--- config.mk ---
export PLATFORM = sky130hd
export DESIGN_NAME = aes_job_fifo
export DESIGN_NICKNAME = d
export VERILOG_FILES = /design/src/aes_pkg.sv /design/src/aes_job_fifo.sv
export SDC_FILE = /design/constraint.sdc
export NUM_CORES = 1
export LEC_CHECK = 0
export BUFFER_PORTS_ARGS = -buffer_cell sky130_fd_sc_hd__buf_2
export CAP_MARGIN = 40
export CELL_PAD_IN_SITES_DETAIL_PLACEMENT = 0
export CELL_PAD_IN_SITES_GLOBAL_PLACEMENT = 1
export CORE_AREA = 3 3 298 300
export CTS_CLUSTER_SIZE = 12
export DETAILED_ROUTE_END_ITERATION = 10
export DIE_AREA = 0 0 301 303
export PLACE_DENSITY_LB_ADDON = 0.1
export SETUP_SLACK_MARGIN = 0.3
export SYNTH_ARGS = -nofsm -noshare
export SYNTH_HDL_FRONTEND = slang
export SYNTH_SLANG_ARGS = --single-unit
--- constraint.sdc ---
create_clock -name clk -period 31.8 [get_ports clk]
set_clock_uncertainty 0.2 [all_clocks]
set_input_delay 6.36 -clock clk [delete_from_list [all_inputs] [get_ports clk]]
set_output_delay 6.36 -clock clk [all_outputs]
set_load 0.01 [all_outputs]
--- src/aes_pkg.sv ---
package aes_pkg;

    // Number of AES-256 rounds after the initial key addition
    localparam int AES_ROUNDS = 14;

    // One key-schedule word or one state column
    typedef logic [31:0]  aes_word_t;
    // State or data block, FIPS-197 byte 0 in the top byte
    typedef logic [127:0] aes_block_t;
    // Cipher key, key word 0 in the top bits
    typedef logic [255:0] aes_key_t;
    // Round counter, 0 to 14
    typedef logic [3:0]   aes_round_t;

    // One encryption job as queued by the host
    typedef struct packed {
        aes_key_t   key;
        aes_block_t pt;
    } aes_job_t;

    // Forward S-box, entry 0 leftmost
    localparam logic [0:255][7:0] SBOX = {
        128'h637c777b_f26b6fc5_3001672b_fed7ab76,
        128'hca82c97d_fa5947f0_add4a2af_9ca472c0,
        128'hb7fd9326_363ff7cc_34a5e5f1_71d83115,
        128'h04c723c3_1896059a_071280e2_eb27b275,
        128'h09832c1a_1b6e5aa0_523bd6b3_29e32f84,
        128'h53d100ed_20fcb15b_6acbbe39_4a4c58cf,
        128'hd0efaafb_434d3385_45f9027f_503c9fa8,
        128'h51a3408f_929d38f5_bcb6da21_10fff3d2,
        128'hcd0c13ec_5f974417_c4a77e3d_645d1973,
        128'h60814fdc_222a9088_46eeb814_de5e0bdb,
        128'he0323a0a_4906245c_c2d3ac62_9195e479,
        128'he7c8376d_8dd54ea9_6c56f4ea_657aae08,
        128'hba78252e_1ca6b4c6_e8dd741f_4bbd8b8a,
        128'h703eb566_4803f60e_613557b9_86c11d9e,
        128'he1f89811_69d98e94_9b1e87e9_ce5528df,
        128'h8ca1890d_bfe64268_41992d0f_b054bb16
    };

    // Byte substitution through the S-box table
    function automatic logic [7:0] sub_byte(input logic [7:0] b);
        return SBOX[b];
    endfunction

    // SubWord of the key schedule, four independent lookups
    function automatic aes_word_t sub_word(input aes_word_t w);
        return {sub_byte(w[31:24]), sub_byte(w[23:16]), sub_byte(w[15:8]), sub_byte(w[7:0])};
    endfunction

    // Multiply by x in GF(2^8)
    function automatic logic [7:0] xtime(input logic [7:0] b);
        return {b[6:0], 1'b0} ^ (b[7] ? 8'h1b : 8'h00);
    endfunction

    // MixColumns on one column, top byte is row 0
    function automatic aes_word_t mix_column(input aes_word_t col);
        logic [7:0] a0;
        logic [7:0] a1;
        logic [7:0] a2;
        logic [7:0] a3;
        a0 = col[31:24];
        a1 = col[23:16];
        a2 = col[15:8];
        a3 = col[7:0];
        // Rows of the circulant matrix 02 03 01 01
        return {xtime(a0) ^ xtime(a1) ^ a1 ^ a2 ^ a3,
                a0 ^ xtime(a1) ^ xtime(a2) ^ a2 ^ a3,
                a0 ^ a1 ^ xtime(a2) ^ xtime(a3) ^ a3,
                xtime(a0) ^ a0 ^ a1 ^ a2 ^ xtime(a3)};
    endfunction

    // Round constant for key-schedule step idx, 1 to 7 for AES-256
    function automatic logic [7:0] rcon(input logic [2:0] idx);
        case (idx)
            3'd1:    return 8'h01;
            3'd2:    return 8'h02;
            3'd3:    return 8'h04;
            3'd4:    return 8'h08;
            3'd5:    return 8'h10;
            3'd6:    return 8'h20;
            3'd7:    return 8'h40;
            default: return 8'h00;
        endcase
    endfunction

endpackage

--- src/aes_job_fifo.sv ---
`timescale 1ns/1ps

module aes_job_fifo (
    input  logic              clk,
    input  logic              rst_n,
    input  logic              job_push,
    input  aes_pkg::aes_job_t job_in,
    output logic              job_full,
    output logic              job_valid,
    output aes_pkg::aes_job_t job_out,
    input  logic              job_ready
);

    import aes_pkg::*;

    // Two slots, so one-bit pointers
    aes_job_t   mem [2];
    logic       wr_ptr;
    logic       rd_ptr;
    logic [1:0] count;
    logic       pop;

    assign job_full  = count == 2'd2;
    // Output comes from storage only, no fall-through
    assign job_valid = count != 2'd0;
    assign job_out   = mem[rd_ptr];
    assign pop       = job_valid && job_ready;

    always_ff @(posedge clk) begin
        if (job_push) begin
            mem[wr_ptr] <= job_in;
        end
    end

    always_ff @(posedge clk) begin
        if (!rst_n) begin
            wr_ptr <= 1'b0;
            rd_ptr <= 1'b0;
            count  <= 2'd0;
        end else begin
            if (job_push) begin
                wr_ptr <= !wr_ptr;
            end
            if (pop) begin
                rd_ptr <= !rd_ptr;
            end
            // Push and pop together leave the count alone
            case ({job_push, pop})
                2'b10:   count <= count + 2'd1;
                2'b01:   count <= count - 2'd1;
                default: count <= count;
            endcase
        end
    end

endmodule

### Word-level counts from Yosys, hierarchy flattened

Memory sizes are Yosys's and may differ from the RTL's. A register that Yosys moved wholly into a read port is not among the register bits.
Index checks and enable logic that the tools add are counted.

| word-level totals | value |
|---|---|
| register bits | 4 |
| RAM bits | 768 |
| bits of input ports | 388 |
| output and inout port bits | 386 |
| memories | 1 |

| cells by class | value |
|---|---|
| add/subtract/negate cells | 2 |
| equal/unequal tests | 3 |
| mux-type cells | 5 |
| reductions and logical operators | 5 |

Memory list:

| memory | words | bits a word | read ports | clocked after memory_dff | write ports | line | text |
|---|---|---|---|---|---|---|---|
| mem | 2 | 384 | 1 | 1 | 1 | aes_job_fifo.sv:17 | `aes_job_t mem [2];` |

Operators by type and width:

| kind | count |
|---|---|
| == test 2 bit (second input constant) | 2 |
| 2-to-1 mux 1 bit | 4 |
| one-hot mux 2 bit (2 select lines) | 1 |
| nonzero test 2 bit | 2 |
| adder 2 x 1 -> 2 bit (second input constant) | 1 |
| == test 2 x 1 -> 1 bit (second input constant) | 1 |
| logical NOT 1 bit | 2 |
| subtractor 2 x 1 -> 2 bit (second input constant) | 1 |
| logical AND 1 bit | 1 |

### Longest topological paths before layout

Gate-level depths: netlist (run 1).

| depth | value |
|---|---|
| depth in word-level cells | 4 |
| mapped depth | 5 |

### Worst setup path after synthesis (run 1)

No wires, ideal clock.

| path | value |
|---|---|
| kind | input -> register |
| start point | input job_push |
| end point | register wr_ptr |
| library setup time | 0.134 ns |
| arrival | 23.657 ns |
| data required time | 31.466 ns |
| slack | 7.809 ns |
| stages | 3 |
| path through | inv_1 > nor2_1 > o21a_1 |

RTL lines:

| what | line | text |
|---|---|---|
| start, declared | aes_job_fifo.sv:6 | `input logic job_push,` |
| end signal, assigned | aes_job_fifo.sv:42 | `wr_ptr <= !wr_ptr;` |
| end, declared | aes_job_fifo.sv:18 | `logic wr_ptr;` |

==> results of run 1 <==
-- how the worst max path moves through the flow --
stage / from / endpoint / slack, ps / cells after the start
detailed placement: flip-flop / job_out[143] / 22350 / 4
CTS: flip-flop / job_out[143] / 21660 / 4
global placement: flip-flop / job_out[11] / 21790 / 4
finish: flip-flop / job_out[45] / 21810 / 4
global route: flip-flop / job_out[143] / 21590 / 4
floorplan: job_push / wr_ptr / 7810 / 3
-- metal layers --
metal	part of all wire, %	up-vias	wire length [um]
met2	55	528	41900
met3	8.6	177	6550
met4	3.4	30	2600
li1	-	6616	-
met5	0.28	-	211
met1	33	7309	25300
-- cell type report --
class                           count  area, um2
Timing Repair Buffer              795       4200
Clock buffer                      102       2250
Fill cell                        7905      50300
Multi-Input combinational cell    401       4570
Sequential cell                   773      23200
Inverter                            1       3.75
Clock inverter                     50        524
Tap cell                         1155       1450
Antenna cell                       25       62.6
-- logic make-up after synthesis --
logic type,count (synthesis),synth area share [%]
AO/OA/AOI/OAI,4,0.0976
multiplexers,384,15.7
adder cells (fa/ha/maj),1,0.0444
AND/OR/NAND/NOR,9,0.200
buffers and inverters,44,1.66
flip-flops,773,82.2
XOR/XNOR,3,0.0932
-- critical path, cell delays in order, from the launching register on --
cell,delay [ps]
dfxtp_4,880
buf_4,460
buf_12,620
mux2_2,420
buf_2,160
-- cells in the mapped netlist, types with 2 or more instances --
library cell	instances	share of area, %
buf_6	40	1.6
mux2_4	30	1.6
dfxtp_1	5	0.36
xnor2_1	3	0.093
nor2b_1	3	0.067
mux2_1	6	0.24
and2_1	2	0.044
edfxtp_1	768	82
o21a_1	2	0.053
mux2_2	348	14
buf_2	3	0.053
-- per-stage QoR --
step	hold slack (ps)	worst slack, ps	instances	utilization [%]
global route	370	21590	3292	41.9
detailed placement	319	22350	3125	38.6
CTS	328	21660	3277	41.8
global placement	290	21790	3117	38.4
floorplan	274	7810	1218	-
finish	321	21810	3302	41.9
-- placed cells by master, fill, tap and decap left out, types with 12 or more instances in the layout --
cell / Yosys / routed
clkinv_1: 0 / 20
buf_2: 3 / 773
buf_4: 0 / 12
mux2_2: 348 / 348
clkinv_2: 0 / 12
clkbuf_1: 0 / 14
edfxtp_1: 768 / 768
diode_2: 0 / 25
clkbuf_16: 0 / 88
mux2_4: 30 / 30
-- flip-flops by register name, summed over array words and instances (netlist names), named ones only --
| register | count |
|---|---|
| wr_ptr | 1 |
| mem | 768 |
| count | 2 |
| rd_ptr | 1 |
-- power breakdown --
group / switching (W) / internal (W)
clock: 0.000401 / 0.000566
sequential: 0.0000220 / 0.00118
combinational: 0.000291 / 0.000257
==> impl_results.md, run 1 <==
- Status: complete, no violations
- Min-delay worst type: flip-flop to flip-flop
- PD cells: 75.0 nW/um2
- Gr ovfl total: 0
- First-pass GRT wire length: 107,000 um
- Final Max Tran Viols: 0
- Hold depth: 2
- Clk slew on worst S/H paths: 60 ps
- Layout cell share with drive strength beyond 1: 61.1%
- Starting DRT DRC Count: 737
- Die Span X: about 300 um
- Grt met1 use: 15.7%
- Root buf cell: clkbuf_16
- Residual DRC count: 0
- Total number of vias: roughly 15,000
- Remaining antenna violation count after routing: 0
- Period minus WS final: ~10000 ps
- Synthesized instance count: ~1,200
- Ys Warns: 0
- Setup Fix Bufs, Post-CTS: 0
- Layout area overhead: 28.5%
- FMAX: 100 MHz
- Busiest grt layer: met2
- HPWL reported at the end of detailed placement: 54,400 um
- Main flop type after synthesis: edfxtp_1
- Nets: 2,448
- Final hold viol count: 0
- Initial antenna violation count: 55
- Vias/cell: 4.44
- Worst Setup End Kind: output port
- Post-synth net total: 1,607
- WS Path Type: flip-flop to output port
- I/O Buffers: 773
- Placed cell areas: 33,400 um2
- Post-synthesis register bit count: 773
- Reg-to-reg slack, setup: about 29,000 ps
- Final GP Congestion: 0.765
- Setup TNS: 0 ps
- Hold-fix buffers, CTS: 0
- Std-Cell Rows: between 100 and 150
- Cts repair resizes: 0
- Gr usage total: between 10% and 20%
- Syn_area_per_cell: roughly 23 um2
- Core area: between 80,000 and 90,000 um2
- RSZ-0062 raised after global routing: no
- Grt met2 use: 29.9%
- Number of setup violations in the final report: 0
- Slew @ Worst Pin: 1060 ps
- Reg2reg start: wr_ptr
- Max VDD drop: between 40 and 50 uV
- Largest net degree at the start of global routing: 157
- Worst endpoint data arrival time: around 3400 ps
- GR met3 Demand/Resource: 6.79%
- First-pass DRT Iterations: 4
- WHS Endpoint: count[1]
- FFs w/ async S/R, synth: 0%
- LEAKAGE: 13.4 nW
- Post-route cell area: around 36,000 um2
- Maximum fanout along the worst path: 147
- H-Tree Depth: 3
- Clk Latency, worst-skew pair: around 630 ps
- CTS tree: yes
- Total Routed Length: 76,600 um
- # clock sinks: 773
- Slew HR: 29.4%
- Fin crit share: 31.4%
- Max_cap viols: 0
- Drt wl/cell: 23.2 um
- Number of distinct library cells after synthesis: 19
- Hold Startpoint: count[1]
- Worst reg2reg path endpoint: mem[0][249]
- Initial Util: 32.6%
- CTS buffer count: 87
- Bufs on Longest Clock Path: 3
- Total power: 0.00272 W
- Die height: 303 um
- Full die area: 91,200 um2
- Ports: 774
- Syn Std Cell Area: 28,200 um2
- Path depth of the worst reg2reg path: 4
- Startpoint Class: flip-flop
- Number of synthesized flops with an enable pin: 768
- Vias in the first global route: 15,671
- Worst Path Required: 25,240 ps
- Seq/Total Area, Yosys: 82.2%
Note: power is estimated with default switching activity, not from simulation.
==> inputs of run 2 (changes only) <==
Settings changed: ABC_AREA from default to 1, CORE_AREA 3 3 298 300 to 3 3 301 303, DIE_AREA 0 0 301 303 to 0 0 304 306.
Clock period 31.8 ns to 9.3 ns, I/O delays scaled along.
==> run 2 against run 1 <==
Effect of this change: first-iteration DRC count is 4.9% higher; die area rose by 2.0%; register-to-register slack lost 23000 ps; worst setup slack worse by 18000 ps; synthesized cell count is 1.1% higher; power increased to 3.2 times the previous value; wire length fell by 0.54%; core utilization rose by 0.48 points; sequential power grew to 3.4 times the previous value; clock power rose to 3.4 times the previous value; cell area is 3.2% higher; sequential share of layout area is 2.0 points lower.
==> impl_results.md, run 2 <==
- Status: complete, no violations
- Initial Util: 33.4% (+0.84 points)
- Grt met2 use: 29.0% (-0.94 points)
- PD cells: 229 nW/um2 (+210%)
- FMAX: 189 MHz
- Synth top cells by count: edfxtp_1 (768), mux2_4 (360), buf_6 (28)
- Total Routed Length: 76,200 um (-0.54%)
- Max_cap viols: 0 (unchanged)
- Final Max Tran Viols: 0 (unchanged)
- Layout cell share with drive strength beyond 1: 60.6% (-0.44 points)
- Main area contributors after synthesis: edfxtp_1 (78%), mux2_4 (18%), buf_6 (1.1%)
- LEAKAGE: 14.5 nW (+8.8%)
- Min-delay worst type: flip-flop to flip-flop
- Post-route cell area: 37,400 um2 (+3.2%)
- Busiest grt layer: met2
- Worst Path Required: 7240 ps (-18,000 ps)
- Gr usage total: 15.8% (-0.36 points)
- Most used cell, CP: buf_4
- Remaining antenna violation count after routing: 0 (unchanged)
- Final hold viol count: 0 (unchanged)
- I/O Buffers: 773 (unchanged)
- # clock sinks: 773 (unchanged)
- Die Span X: 304 um (+1.0%)
- Syn Std Cell Area: 29,500 um2 (+4.7%)
- Slew @ Worst Pin: 1070 ps (+11.6 ps)
- Setup TNS: 0 ps (unchanged)
- Initial antenna violation count: 48 (-13%)
- Largest net degree at the start of global routing: 155 (-1.3%)
- Clk slew on worst S/H paths: 50 ps (about the same)
- Grt met1 use: 16.0% (+0.30 points)
- Commonest cells after routing, fill and taps aside: buf_2 (773), edfxtp_1 (768), mux2_4 (360), clkbuf_16 (89), clkbuf_1 (25)
- Number of setup violations in the final report: 0 (unchanged)
- Core area: 88,200 um2 (+2.0%)
- Worst endpoint data arrival time: 3240 ps (-190 ps)
- Placed cell areas: 34,500 um2 (+3.5%)
- Setup Fix Bufs, Post-CTS: 0 (unchanged)
- H-Tree Depth: 3 (unchanged)
- Hold slack: 286 ps (-34.6 ps)
- RSZ-0062 raised after global routing: no
- Total number of vias: 14,675 (+0.10%)
- First-pass DRT Iterations: 4 (unchanged)
- CTS buffer count: 87 (unchanged)
- Final GP Congestion: 0.807 (+5.6%)
- Vias in the first global route: 15,682 (+0.070%)
- Full die area: 93,000 um2 (+2.0%)
- Startpoint Class: flip-flop
- Maximum fanout along the worst path: 33 (-78%)
- Int Pwr: 0.00659 W (+230%)
- Hold-fix buffers, CTS: 0 (unchanged)
- Fin crit share: 57.0%
- Most common cell in the synthesized netlist: edfxtp_1
- First-pass GRT wire length: 108,000 um (+0.85%)
- Sw Ratio: 23.0% (-3.2 points)
- Clk Latency, worst-skew pair: 620 ps (about the same)
- GR met3 Demand/Resource: 6.17% (-0.62 points)
- Area leader, netlist: edfxtp_1
- Largest registers: mem: 768 flops, count: 2 flops
- FFs w/ async S/R, synth: 0% (unchanged)
- Flop pwr share: 47.8% (+3.5 points)
- Root buf cell: clkbuf_16
- Layout area overhead: 26.7%
- Top reg by flops: mem
- Crit-path leading delay family: buffers and inverters
- Max reg flops: 768 (unchanged)
- Nets: 2,455 (+0.29%)
- Logic pwr share: 13.3% (-6.9 points)
- Cts repair resizes: 0 (unchanged)
- Std-Cell Rows: 109 (+0.93%)
- Worst path slowest cell: dfxtp_4
- Max incr delay on CP: 630 ps (-250 ps)
- Synth top area share: 78.2% (-3.6 points)
- Number of synthesized flops with an enable pin: 768 (unchanged)
- Drt wl/cell: 23.0 um (-1.0%)
- Number of distinct library cells after synthesis: 17 (-2)
- CP Cell Sequence: buf_16 -> buf_4 -> buf_4 -> mux2_2 -> buf_2
- Slew HR: 28.6% (-0.77 points)
- HPWL reported at the end of detailed placement: 53,600 um (-1.4%)
- Ys Warns: 0 (unchanged)
- Residual DRC count: 0 (unchanged)
- Ports: 774 (unchanged)
- Clock power share: 38.9% (+3.3 points)
- Worst Setup End Kind: output port
- Bufs on Longest Clock Path: 3 (unchanged)
- Synthesized instance count: 1,231 (+1.1%)
- Period minus WS final: 5300 ps
- Post-synth net total: 1,620 (+0.81%)
- Syn_area_per_cell: 24.0 um2 (+3.6%)
- Gr ovfl total: 0 (unchanged)
- Starting DRT DRC Count: 773 (+4.9%)
- Fillers: 7,896 (-0.11%)
- Seq/Total Area, Yosys: 78.5% (-3.7 points)
- Vias/cell: 4.42 (-0.38%)
- Main flop type after synthesis: edfxtp_1
- WS Path Type: flip-flop to output port
- Sw Pwr: 0.00197 W (+180%)
- Die height: 306 um (+0.99%)
- CTS tree: yes
- Max VDD drop: 151 uV (+220%)
- CP bufs+invs: 4 (+1)
- Post-synthesis register bit count: 773 (unchanged)
- Commonest non-fill, non-tap cell in the layout: buf_2
-- run 2: cell types whose count changed in the layout (fill, tap and decap cells not counted), moves of 8 or more --
cell / change
nand2_1: +8
mux2_4: +330
clkbuf_1: +11
mux2_2: -324
nor2_1: +10
-- run 2: kinds of logic after synthesis --
logic type | count (synthesis) | share of synthesized area, %
multiplexers | 384 | 19.2
AO/OA/AOI/OAI | 3 | 0.0593
buffers and inverters | 49 | 1.87
adder cells (fa/ha/maj) | 1 | 0.0424
flip-flops | 773 | 78.5
AND/OR/NAND/NOR | 21 | 0.280
-- run 2: stage by stage --
step / util [%] / worst slack (ps) / cells / total power, W
after floorplan: - / 996 / 1231 / 0.00491
after global placement: 39.1 / 4350 / 3140 / 0.00532
after detailed placement: 39.2 / 4540 / 3142 / 0.00534
after CTS: 42.3 / 3850 / 3299 / 0.00873
after global routing: 42.4 / 3790 / 3309 / 0.00892
final: 42.4 / 4000 / 3318 / 0.00857
-- run 2: metal layers --
layer  wire length, um  vias to the layer above
met5               243                        -
met4              2940                       32
met3              6620                      182
met2             40700                      565
met1             25700                     7280
li1                  -                     6616
-- run 2: final cells by class --
cell class	instances	area [um2]	area share [%]
Antenna cell	19	47.5	0.127
Timing Repair Buffer	789	4100	11.0
Clock inverter	43	474	1.27
Tap cell	1165	1460	3.90
Sequential cell	773	23200	62.0
Clock buffer	114	2320	6.21
Multi-Input combinational cell	409	5800	15.5
Inverter	6	26.3	0.0703
-- run 2: path summary, 6_finish.rpt --
| check | startpoint | slack, ps | end | cells after the start |
|---|---|---|---|---|
| max | flip-flop | 4000 | job_out[372] | 5 |
| min reg2reg | rd_ptr | 290 | flip-flop | 2 |
| max reg2reg | wr_ptr | 6290 | mem[1][135] | 4 |
| min | rd_ptr | 290 | flip-flop | 2 |
-- run 2: worst reg2reg max path: cells and delay by family, from the launching register on --
kind                   cells  cell delay (ps)
AND/OR/NAND/NOR            1              120
flip-flops                 1              380
buffers and inverters      3             1900
-- run 2: power groups by stage --
stage / sequential [W] / combinational (W) / clock (W)
after CTS: 0.00410 / 0.00117 / 0.00346
after floorplan: 0.00418 / 0.000731 / 0
after global placement: 0.00418 / 0.00115 / 0
final: 0.00410 / 0.00114 / 0.00333
after global routing: 0.00411 / 0.00122 / 0.00359
after detailed placement: 0.00417 / 0.00117 / 0
