### src/aes_pkg.sv
package aes_pkg;

    // Number of AES-256 rounds after the initial key addition
    localparam int AES_ROUNDS = 14;

    // One key-schedule word or one state column
    typedef logic [31:0]  aes_word_t;
    // State or data block, FIPS-197 byte 0 in the top byte
    typedef logic [127:0] aes_block_t;
    // Cipher key, key word 0 in the top bits
    typedef logic [255:0] aes_key_t;
    // Round counter, 0 to 14
    typedef logic [3:0]   aes_round_t;

    // One encryption job as queued by the host
    typedef struct packed {
        aes_key_t   key;
        aes_block_t pt;
    } aes_job_t;

    // Forward S-box, entry 0 leftmost
    localparam logic [0:255][7:0] SBOX = {
        128'h637c777b_f26b6fc5_3001672b_fed7ab76,
        128'hca82c97d_fa5947f0_add4a2af_9ca472c0,
        128'hb7fd9326_363ff7cc_34a5e5f1_71d83115,
        128'h04c723c3_1896059a_071280e2_eb27b275,
        128'h09832c1a_1b6e5aa0_523bd6b3_29e32f84,
        128'h53d100ed_20fcb15b_6acbbe39_4a4c58cf,
        128'hd0efaafb_434d3385_45f9027f_503c9fa8,
        128'h51a3408f_929d38f5_bcb6da21_10fff3d2,
        128'hcd0c13ec_5f974417_c4a77e3d_645d1973,
        128'h60814fdc_222a9088_46eeb814_de5e0bdb,
        128'he0323a0a_4906245c_c2d3ac62_9195e479,
        128'he7c8376d_8dd54ea9_6c56f4ea_657aae08,
        128'hba78252e_1ca6b4c6_e8dd741f_4bbd8b8a,
        128'h703eb566_4803f60e_613557b9_86c11d9e,
        128'he1f89811_69d98e94_9b1e87e9_ce5528df,
        128'h8ca1890d_bfe64268_41992d0f_b054bb16
    };

    // Byte substitution through the S-box table
    function automatic logic [7:0] sub_byte(input logic [7:0] b);
        return SBOX[b];
    endfunction

    // SubWord of the key schedule, four independent lookups
    function automatic aes_word_t sub_word(input aes_word_t w);
        return {sub_byte(w[31:24]), sub_byte(w[23:16]), sub_byte(w[15:8]), sub_byte(w[7:0])};
    endfunction

    // Multiply by x in GF(2^8)
    function automatic logic [7:0] xtime(input logic [7:0] b);
        return {b[6:0], 1'b0} ^ (b[7] ? 8'h1b : 8'h00);
    endfunction

    // MixColumns on one column, top byte is row 0
    function automatic aes_word_t mix_column(input aes_word_t col);
        logic [7:0] a0;
        logic [7:0] a1;
        logic [7:0] a2;
        logic [7:0] a3;
        a0 = col[31:24];
        a1 = col[23:16];
        a2 = col[15:8];
        a3 = col[7:0];
        // Rows of the circulant matrix 02 03 01 01
        return {xtime(a0) ^ xtime(a1) ^ a1 ^ a2 ^ a3,
                a0 ^ xtime(a1) ^ xtime(a2) ^ a2 ^ a3,
                a0 ^ a1 ^ xtime(a2) ^ xtime(a3) ^ a3,
                xtime(a0) ^ a0 ^ a1 ^ a2 ^ xtime(a3)};
    endfunction

    // Round constant for key-schedule step idx, 1 to 7 for AES-256
    function automatic logic [7:0] rcon(input logic [2:0] idx);
        case (idx)
            3'd1:    return 8'h01;
            3'd2:    return 8'h02;
            3'd3:    return 8'h04;
            3'd4:    return 8'h08;
            3'd5:    return 8'h10;
            3'd6:    return 8'h20;
            3'd7:    return 8'h40;
            default: return 8'h00;
        endcase
    endfunction

endpackage

### src/axil_pkg.sv
package axil_pkg;

    localparam int AXIL_ADDR_W = 8;
    localparam int AXIL_DATA_W = 32;

    typedef logic [AXIL_ADDR_W-1:0] axil_addr_t;
    typedef logic [AXIL_DATA_W-1:0] axil_data_t;

    // Host-driven AXI4-Lite signals
    typedef struct packed {
        axil_addr_t               aw_addr;
        logic                     aw_valid;
        axil_data_t               w_data;
        logic [AXIL_DATA_W/8-1:0] w_strb;
        logic                     w_valid;
        logic                     b_ready;
        axil_addr_t               ar_addr;
        logic                     ar_valid;
        logic                     r_ready;
    } axil_req_t;

    // Slave-driven AXI4-Lite signals
    typedef struct packed {
        logic       aw_ready;
        logic       w_ready;
        logic [1:0] b_resp;
        logic       b_valid;
        logic       ar_ready;
        axil_data_t r_data;
        logic [1:0] r_resp;
        logic       r_valid;
    } axil_rsp_t;

    localparam logic [1:0] RESP_OKAY   = 2'b00;
    localparam logic [1:0] RESP_SLVERR = 2'b10;

    // Key words, word 0 most significant
    localparam axil_addr_t ADDR_KEY0 = 8'h00;
    localparam axil_addr_t ADDR_KEY1 = 8'h04;
    localparam axil_addr_t ADDR_KEY2 = 8'h08;
    localparam axil_addr_t ADDR_KEY3 = 8'h0c;
    localparam axil_addr_t ADDR_KEY4 = 8'h10;
    localparam axil_addr_t ADDR_KEY5 = 8'h14;
    localparam axil_addr_t ADDR_KEY6 = 8'h18;
    localparam axil_addr_t ADDR_KEY7 = 8'h1c;
    // Plaintext words
    localparam axil_addr_t ADDR_PT0  = 8'h20;
    localparam axil_addr_t ADDR_PT1  = 8'h24;
    localparam axil_addr_t ADDR_PT2  = 8'h28;
    localparam axil_addr_t ADDR_PT3  = 8'h2c;
    localparam axil_addr_t ADDR_CTRL   = 8'h30;
    localparam axil_addr_t ADDR_STATUS = 8'h34;
    // Result words
    localparam axil_addr_t ADDR_RES0 = 8'h40;
    localparam axil_addr_t ADDR_RES1 = 8'h44;
    localparam axil_addr_t ADDR_RES2 = 8'h48;
    localparam axil_addr_t ADDR_RES3 = 8'h4c;

    // CTRL bit positions
    localparam int CTRL_START   = 0;
    localparam int CTRL_RELEASE = 1;
    localparam int CTRL_CLR_OVF = 2;

    // STATUS bit positions
    localparam int STAT_RES_VALID = 0;
    localparam int STAT_JOB_FULL  = 1;
    localparam int STAT_BUSY      = 2;
    localparam int STAT_OVERFLOW  = 3;

endpackage

### src/aes_axil_regs.sv
`timescale 1ns/1ps

module aes_axil_regs (
    input  logic                clk,
    input  logic                rst_n,
    input  axil_pkg::axil_req_t axil_req,
    output axil_pkg::axil_rsp_t axil_rsp,
    output logic                job_push,
    output aes_pkg::aes_job_t   job_in,
    input  logic                job_full,
    input  logic                engine_busy,
    input  logic                res_valid,
    input  aes_pkg::aes_block_t res_data,
    output logic                res_ready
);

    import aes_pkg::*;
    import axil_pkg::*;

    // Host-written staging registers
    aes_key_t   key_q;
    aes_block_t pt_q;
    // Finished block held for the host
    aes_block_t res_q;
    logic       res_full;
    logic       overflow;
    // Goes high one cycle after reset, keeps readies low until then
    logic       live;

    // Write and read response state
    logic       b_valid;
    logic [1:0] b_resp;
    logic       r_valid;
    logic [1:0] r_resp;
    axil_data_t r_data;

    logic       wr_acc;
    logic       rd_acc;
    logic       ar_ready;
    logic       wr_key;
    logic       wr_pt;
    logic       wr_ctrl;
    logic       wr_ok;
    logic       ctrl_cmd;
    logic       start;
    axil_data_t status;
    axil_data_t rd_data;
    logic       rd_ok;

    // Word-aligned address inside [lo, hi]
    function automatic logic in_range(input axil_addr_t a, input axil_addr_t lo,
                                      input axil_addr_t hi);
        return (a[1:0] == 2'b00) && (a >= lo) && (a <= hi);
    endfunction

    // AW and W are taken together, one write in flight
    assign wr_acc   = live && axil_req.aw_valid && axil_req.w_valid && !b_valid;
    assign ar_ready = live && !r_valid;
    assign rd_acc   = axil_req.ar_valid && ar_ready;

    // Write decode
    assign wr_key  = in_range(axil_req.aw_addr, ADDR_KEY0, ADDR_KEY7);
    assign wr_pt   = in_range(axil_req.aw_addr, ADDR_PT0, ADDR_PT3);
    assign wr_ctrl = axil_req.aw_addr == ADDR_CTRL;
    // STATUS and result words take writes without effect
    assign wr_ok   = wr_key || wr_pt || wr_ctrl || axil_req.aw_addr == ADDR_STATUS
                     || in_range(axil_req.aw_addr, ADDR_RES0, ADDR_RES3);

    // CTRL commands only act with strobe lane 0
    assign ctrl_cmd = wr_acc && wr_ctrl && axil_req.w_strb[0];
    assign start    = ctrl_cmd && axil_req.w_data[CTRL_START];
    // Start on a full buffer is dropped and flagged as overflow
    assign job_push = start && !job_full;
    assign job_in   = '{key: key_q, pt: pt_q};

    assign res_ready = live && !res_full;

    always_comb begin
        status                 = '0;
        status[STAT_RES_VALID] = res_full;
        status[STAT_JOB_FULL]  = job_full;
        status[STAT_BUSY]      = engine_busy;
        status[STAT_OVERFLOW]  = overflow;
    end

    // Read mux, write-only registers return zero
    always_comb begin
        rd_data = '0;
        rd_ok   = 1'b0;
        if (in_range(axil_req.ar_addr, ADDR_KEY0, ADDR_KEY7)
            || in_range(axil_req.ar_addr, ADDR_PT0, ADDR_PT3)
            || axil_req.ar_addr == ADDR_CTRL) begin
            rd_ok = 1'b1;
        end
        if (axil_req.ar_addr == ADDR_STATUS) begin
            rd_ok   = 1'b1;
            rd_data = status;
        end
        if (in_range(axil_req.ar_addr, ADDR_RES0, ADDR_RES3)) begin
            rd_ok   = 1'b1;
            // RES0 is the top word of the block
            rd_data = res_q[127 - 32*axil_req.ar_addr[3:2] -: 32];
        end
    end

    // Payload registers
    always_ff @(posedge clk) begin
        if (wr_acc && wr_key) begin
            for (int b = 0; b < 4; b++) begin
                if (axil_req.w_strb[b]) begin
                    key_q[224 - 32*axil_req.aw_addr[4:2] + 8*b +: 8] <= axil_req.w_data[8*b +: 8];
                end
            end
        end
        if (wr_acc && wr_pt) begin
            for (int b = 0; b < 4; b++) begin
                if (axil_req.w_strb[b]) begin
                    pt_q[96 - 32*axil_req.aw_addr[3:2] + 8*b +: 8] <= axil_req.w_data[8*b +: 8];
                end
            end
        end
        if (res_valid && res_ready) begin
            res_q <= res_data;
        end
        if (wr_acc) begin
            b_resp <= wr_ok ? RESP_OKAY : RESP_SLVERR;
        end
        if (rd_acc) begin
            r_data <= rd_data;
            r_resp <= rd_ok ? RESP_OKAY : RESP_SLVERR;
        end
    end

    // Control state
    always_ff @(posedge clk) begin
        if (!rst_n) begin
            live     <= 1'b0;
            b_valid  <= 1'b0;
            r_valid  <= 1'b0;
            res_full <= 1'b0;
            overflow <= 1'b0;
        end else begin
            live <= 1'b1;
            if (wr_acc) begin
                b_valid <= 1'b1;
            end else if (axil_req.b_ready) begin
                b_valid <= 1'b0;
            end
            if (rd_acc) begin
                r_valid <= 1'b1;
            end else if (axil_req.r_ready) begin
                r_valid <= 1'b0;
            end
            // Sticky until cleared, a new overflow wins over the clear
            if (ctrl_cmd && axil_req.w_data[CTRL_CLR_OVF]) begin
                overflow <= 1'b0;
            end
            if (start && job_full) begin
                overflow <= 1'b1;
            end
            // Release frees the slot, capture fills it
            if (ctrl_cmd && axil_req.w_data[CTRL_RELEASE]) begin
                res_full <= 1'b0;
            end
            if (res_valid && res_ready) begin
                res_full <= 1'b1;
            end
        end
    end

    always_comb begin
        axil_rsp          = '0;
        axil_rsp.aw_ready = wr_acc;
        axil_rsp.w_ready  = wr_acc;
        axil_rsp.b_valid  = b_valid;
        axil_rsp.b_resp   = b_resp;
        axil_rsp.ar_ready = ar_ready;
        axil_rsp.r_valid  = r_valid;
        axil_rsp.r_data   = r_data;
        axil_rsp.r_resp   = r_resp;
    end

endmodule

### config.mk
export PLATFORM = sky130hd
export DESIGN_NAME = aes_axil_regs
export DESIGN_NICKNAME = d
export VERILOG_FILES = /design/src/aes_pkg.sv /design/src/axil_pkg.sv /design/src/aes_axil_regs.sv
export SDC_FILE = /design/constraint.sdc
export NUM_CORES = 1
export LEC_CHECK = 0
export ABC_CLOCK_PERIOD_IN_PS = 6400
export BUFFER_PORTS_ARGS = -buffer_cell sky130_fd_sc_hd__buf_2
export CORE_AREA = 2 2 237 239
export CTS_CLUSTER_DIAMETER = 60
export CTS_CLUSTER_SIZE = 25
export DETAILED_ROUTE_END_ITERATION = 10
export DIE_AREA = 0 0 239 241
export SLEW_MARGIN = 20
export SYNTH_ARGS = -nofsm -noshare
export SYNTH_HDL_FRONTEND = slang
export SYNTH_SLANG_ARGS = --single-unit
### constraint.sdc
create_clock -name clk -period 6.4 [get_ports clk]
set_clock_uncertainty 0.1 [all_clocks]
set_input_delay 1.28 -clock clk [delete_from_list [all_inputs] [get_ports clk]]
set_output_delay 1.28 -clock clk [all_outputs]
set_load 0.03 [all_outputs]
## After elaboration in Yosys (flattened, before gate mapping)

Cells that the tools add are included.

| storage, ports and cells | value |
|---|---|
| register bits | 553 |
| input port bits | 190 |
| output and inout port bits | 427 |
| logic and storage cells | 143 |

| cells by class | value |
|---|---|
| add/sub/neg operators | 17 |
| $lt $le $gt $ge | 12 |
| equal/unequal tests | 4 |
| shift operators | 17 |
| muxes and demuxes | 38 |
| reductions and logical operators | 44 |

Operators by type and width:

| operator | number |
|---|---|
| two-way mux 256 bit | 7 |
| bitwise mux 256 bit | 4 |
| variable shift 8 x 34 -> 256 bit (first input constant) | 4 |
| variable part select 8 x 34 -> 256 bit | 4 |
| two-way mux 128 bit | 7 |
| bitwise mux 128 bit | 4 |
| variable shift 8 x 34 -> 128 bit (first input constant) | 4 |
| variable part select 8 x 34 -> 128 bit | 4 |
| negation 32 -> 34 bit | 8 |
| variable part select 159 x 33 -> 32 bit | 1 |
| adder 32 x 4 -> 32 bit (second input constant) | 2 |
| adder 32 x 5 -> 32 bit (second input constant) | 2 |
| equality test 8 x 6 -> 1 bit (second input constant) | 4 |
| two-way mux 32 bit | 1 |
| logical AND 1 bit | 28 |
| >= comparator 8 x 1 -> 1 bit (second input constant) | 2 |
| >= comparator 8 x 6 -> 1 bit (second input constant) | 2 |
| >= comparator 8 x 7 -> 1 bit (second input constant) | 2 |
| <= comparator 8 x 5 -> 1 bit (second input constant) | 2 |
| <= comparator 8 x 6 -> 1 bit (second input constant) | 2 |
| <= comparator 8 x 7 -> 1 bit (second input constant) | 2 |
| subtractor 7 x 7 -> 8 bit (first input constant) | 2 |
| two-way mux 1 bit | 12 |
| adder 9 x 6 -> 10 bit (second input constant) | 1 |
| 8 further kinds | 21 |

## Depth between registers and ports, before layout

| depth | value |
|---|---|
| word-level depth | 14 |
| depth in mapped cells | 9 |
| gate-level depth less buffers | 6 |

## Least setup slack after synthesis

No wires, ideal clock.

| path | value |
|---|---|
| path kind | input to register |
| from | input port res_valid |
| to | register res_full |
| setup time | 0.072 ns |
| data arrival time | 4.791 ns |
| data required time | 6.228 ns |
| path slack | 1.437 ns |
| stages | 2 |
| buffers on the path | 0 |
| cells stage by stage | and2_1 > o221a_2 |

| on the way | value |
|---|---|
| longest elaborated chain between the ends | 2 |
| elaborated cells between the ends (all ways) | 3 |
| those cells by class | mux (1); reduce/logical (2) |

RTL lines:

| item | line | source |
|---|---|---|
| start, declared | aes_axil_regs.sv:12 | `input logic res_valid,` |
| logical AND 1 bit * | aes_axil_regs.sv:165 | `if (res_valid && res_ready) begin` |
| two-way mux 1 bit or nonzero test 2 bit (tied branches) | n/a |  |
| end signal, assigned | aes_axil_regs.sv:140 | `res_full <= 1'b0;` |
| end signal, assigned | aes_axil_regs.sv:163 | `res_full <= 1'b0;` |
| end signal, assigned | aes_axil_regs.sv:166 | `res_full <= 1'b1;` |
| end, declared | aes_axil_regs.sv:25 | `logic res_full;` |

Mark *: on every way between the ends. The rest lies on a longest branch, timed or not.
A chain may end at the register's enable or synchronous reset.

## Final worst setup path

| path | value |
|---|---|
| from | input port axil_req[51] (netlist bit) |
| to | output port job_push |

| on the way | value |
|---|---|
| longest elaborated chain between the ends | 5 |

RTL lines:

| item | line | source |
|---|---|---|
| start, declared | aes_axil_regs.sv:6 | `input axil_pkg::axil_req_t axil_req,` |
| equality test 8 x 6 -> 1 bit | aes_axil_regs.sv:64 | `assign wr_ctrl = axil_req.aw_addr == ADDR_CTRL;` |
| logical AND 1 bit (2 in series) | aes_axil_regs.sv:70 | `assign ctrl_cmd = wr_acc && wr_ctrl && axil_req.w_strb[0];` |
| logical AND 1 bit | aes_axil_regs.sv:71 | `assign start = ctrl_cmd && axil_req.w_data[CTRL_START];` |
| logical AND 1 bit | aes_axil_regs.sv:73 | `assign job_push = start && !job_full;` |
| end, declared | aes_axil_regs.sv:8 | `output logic job_push,` |

No other way between the ends.

==> results.json <==
{
  "routedWlPerCell_um": 25.6,
  "cts_tree": "built",
  "yosysTopAreaCellShare_pct": 77.6,
  "stdcell_area_um2": 26300,
  "syn-cell-area_um2": 21100,
  "ys_ff_latch": 551,
  "cp.arrival_ns": 3.08,
  "nNetsFinal": 2025,
  "vias_per_cell": 5.01,
  "worst-path-max-fanout": 32,
  "holdCritPathClass": "flop to flop",
  "synthTopCellsByArea": "edfxtp_1 (78%), and2_1 (8.1%), mux4_2 (3.4%), and3_1 (2.7%), nor2b_1 (2.0%)",
  "rr_worst_depth": 3,
  "hold_viol": 0,
  "status": "finished clean",
  "dp_hpwl_mm": 49.4,
  "clock.fmax_ghz": 0.224,
  "grt_max_degree": 110,
  "cts_resized": 0,
  "antenna_found_initial": 15,
  "fill_cells": 4757,
  "firstDrtPassIters": 5,
  "gr-total-overflow": 0,
  "die_area_um2": 57600,
  "io_pins": 617,
  "maxSlewViolCount": 0,
  "core_um2": 54900,
  "path_clk_slew_ns": 0.07,
  "grt_use_total_pct": 22.1,
  "min_to": "overflow",
  "yosys_warnings": 0,
  "cts_max_level": 2,
  "cts_sinks": 551,
  "vias": 12900,
  "ctsHoldBuffers": 0,
  "start_util_pct": 38.5,
  "vdd_ir_drop_max_mv": 0.387,
  "final_common_cell": "buf_2",
  "worstReg2RegEnd": "res_q[125]",
  "tightest_slew_ns": 1.11,
  "cts-root-buf": "clkbuf_16",
  "required_ns": 5.02,
  "maxCapViolations": 0,
  "setup-tns-final_ns": 0,
  "drc": 0,
  "criticalPathCategory": "input port to output port",
  "startpoint_type": "input port",
  "wl_mm": 65.8,
  "reg2reg_slack_ns": 3.75,
  "cts_made_buffers": 40,
  "final_cell_mix": "buf_2 (613), edfxtp_1 (546), and2_1 (273)",
  "syn2layout_area_growth_pct": 24.3,
  "p_leak_nw": 9.77,
  "slew_headroom_pct": 25.6,
  "synth_area_leader_cell": "edfxtp_1",
  "ys_seq_area_share_pct": 78.0,
  "synth_edf_count": 546,
  "drt_iter0_drc": 897,
  "gp_congestion": 0.857,
  "synth_ff_type": "edfxtp_1",
  "clk_latency_ns": 0.57,
  "die_x_um": 239,
  "r2r-start": "live",
  "hold_start": "overflow",
  "cts_setup_buffers": 0,
  "synthArstFlopShare_pct": 0,
  "period_share_pct": 69.7,
  "p_per_area_nw_per_um2": 271,
  "clock_path_buffers": 3,
  "yosysUniqueCellTypes": 46,
  "synthCells": 1239,
  "die_h_um": 241,
  "rows": 86,
  "setup_viol": 0,
  "grt_pass1_wl_mm": 90.4,
  "finalWorstPathRequiredPeriod_ns": 4.46,
  "io_buffers": 614,
  "syn_avg_cell_area_um2": 17.1,
  "drive_above_1_share_pct": 40.4,
  "grt_pass1_vias": 12700,
  "rsz0062_at_grt": "no",
  "min_delay_path_depth": 2,
  "endpoint_kind": "output port",
  "dpl_cell_area_um2": 24800,
  "ant_nets": 0
}
-- kinds of logic after synthesis --
logic type / count (synthesis) / share of synthesized area, %
other: 1 / 0.0177
adders and majority gates: 5 / 0.296
DFF: 551 / 78.0
muxes: 32 / 3.41
buffers and inverters: 86 / 1.79
AOI/OAI and AO/OA: 16 / 0.568
and+or+nand+nor: 548 / 15.9
-- metrics by stage --
step | utilization, % | setup WS (ns) | hold WS, ns | power [mW] | cells
floorplan | - | 1.44 | 0.362 | 4.28 | 1240
global placement | 45.2 | 1.91 | 0.388 | 4.45 | 2492
detailed placement | 45.2 | 1.95 | 0.394 | 4.46 | 2492
CTS | 47.8 | 1.96 | 0.405 | 7.17 | 2566
global route | 47.9 | 1.86 | 0.450 | 7.33 | 2570
finish | 47.9 | 1.94 | 0.401 | 7.12 | 2571
-- worst max-delay path, stage by stage --
cell	delay (ns)
buf_2	0.30
inv_2	0.25
ha_1	0.20
nand2_1	0.30
nor4_1	0.46
buf_2	0.28
-- state kept, by name, indices dropped and copies added (netlist names) --
name      count
b_resp        1
b_valid       1
key_q       256
live          1
overflow      1
pt_q        128
r_data       32
r_resp        1
r_valid       1
res_full      1
res_q       128
-- cells in the mapped netlist (2+ instances only) --
cell type / number
edfxtp_1: 546
and2_1: 275
and3_1: 92
nor2b_1: 68
clkbuf_1: 50
nor2_1: 42
mux4_2: 32
nand2_1: 17
buf_2: 11
buf_4: 11
nor3_1: 11
inv_1: 9
nor4_1: 7
and2b_1: 6
nand2b_1: 6
dfxtp_1: 5
ha_1: 5
nand3_2: 4
nor3_2: 4
o22ai_1: 4
a21oi_1: 2
inv_2: 2
nand3_1: 2
nand4_1: 2
o2111ai_1: 2
o211ai_1: 2
o21a_1: 2
o21ai_0: 2
-- worst max-delay path by stage --
stage	startpoint	endpoint	slack (ns)	depth (start not counted)
2_1_floorplan	res_valid	res_full	1.44	2
3_3_place_gp	axil_req[51]	job_push	1.91	6
3_5_place_dp	axil_req[51]	key_q[166]	1.95	7
4_1_cts	axil_req[51]	job_push	1.96	6
5_1_grt	axil_req[51]	job_push	1.86	6
6_report	axil_req[51]	job_push	1.94	6
-- cell type report --
class	count	area (um^2)	share of cell area [%]
inverter	12	45.0	0.171
timing repair buffer	622	3140	11.9
multi-input combinational	603	4290	16.3
clock buffer	44	1060	4.03
clock inverter	30	364	1.39
tap	704	881	3.35
sequential	551	16500	62.8
antenna	5	12.5	0.0476
-- report_power, final --
group	internal, mW	switching (mW)	total [mW]
sequential	3.99	0.0131	4.01
combinational	0.129	0.235	0.364
clock	1.39	1.36	2.75
-- per-layer routing --
layer / share of wire [%] / track usage (%)
met4: 2.0 / 5.42
met5: 0.22 / 0
met2: 50 / 38.0
met3: 8.9 / 6.65
met1: 39 / 27.4
Power figures use the tool's default switching activity.
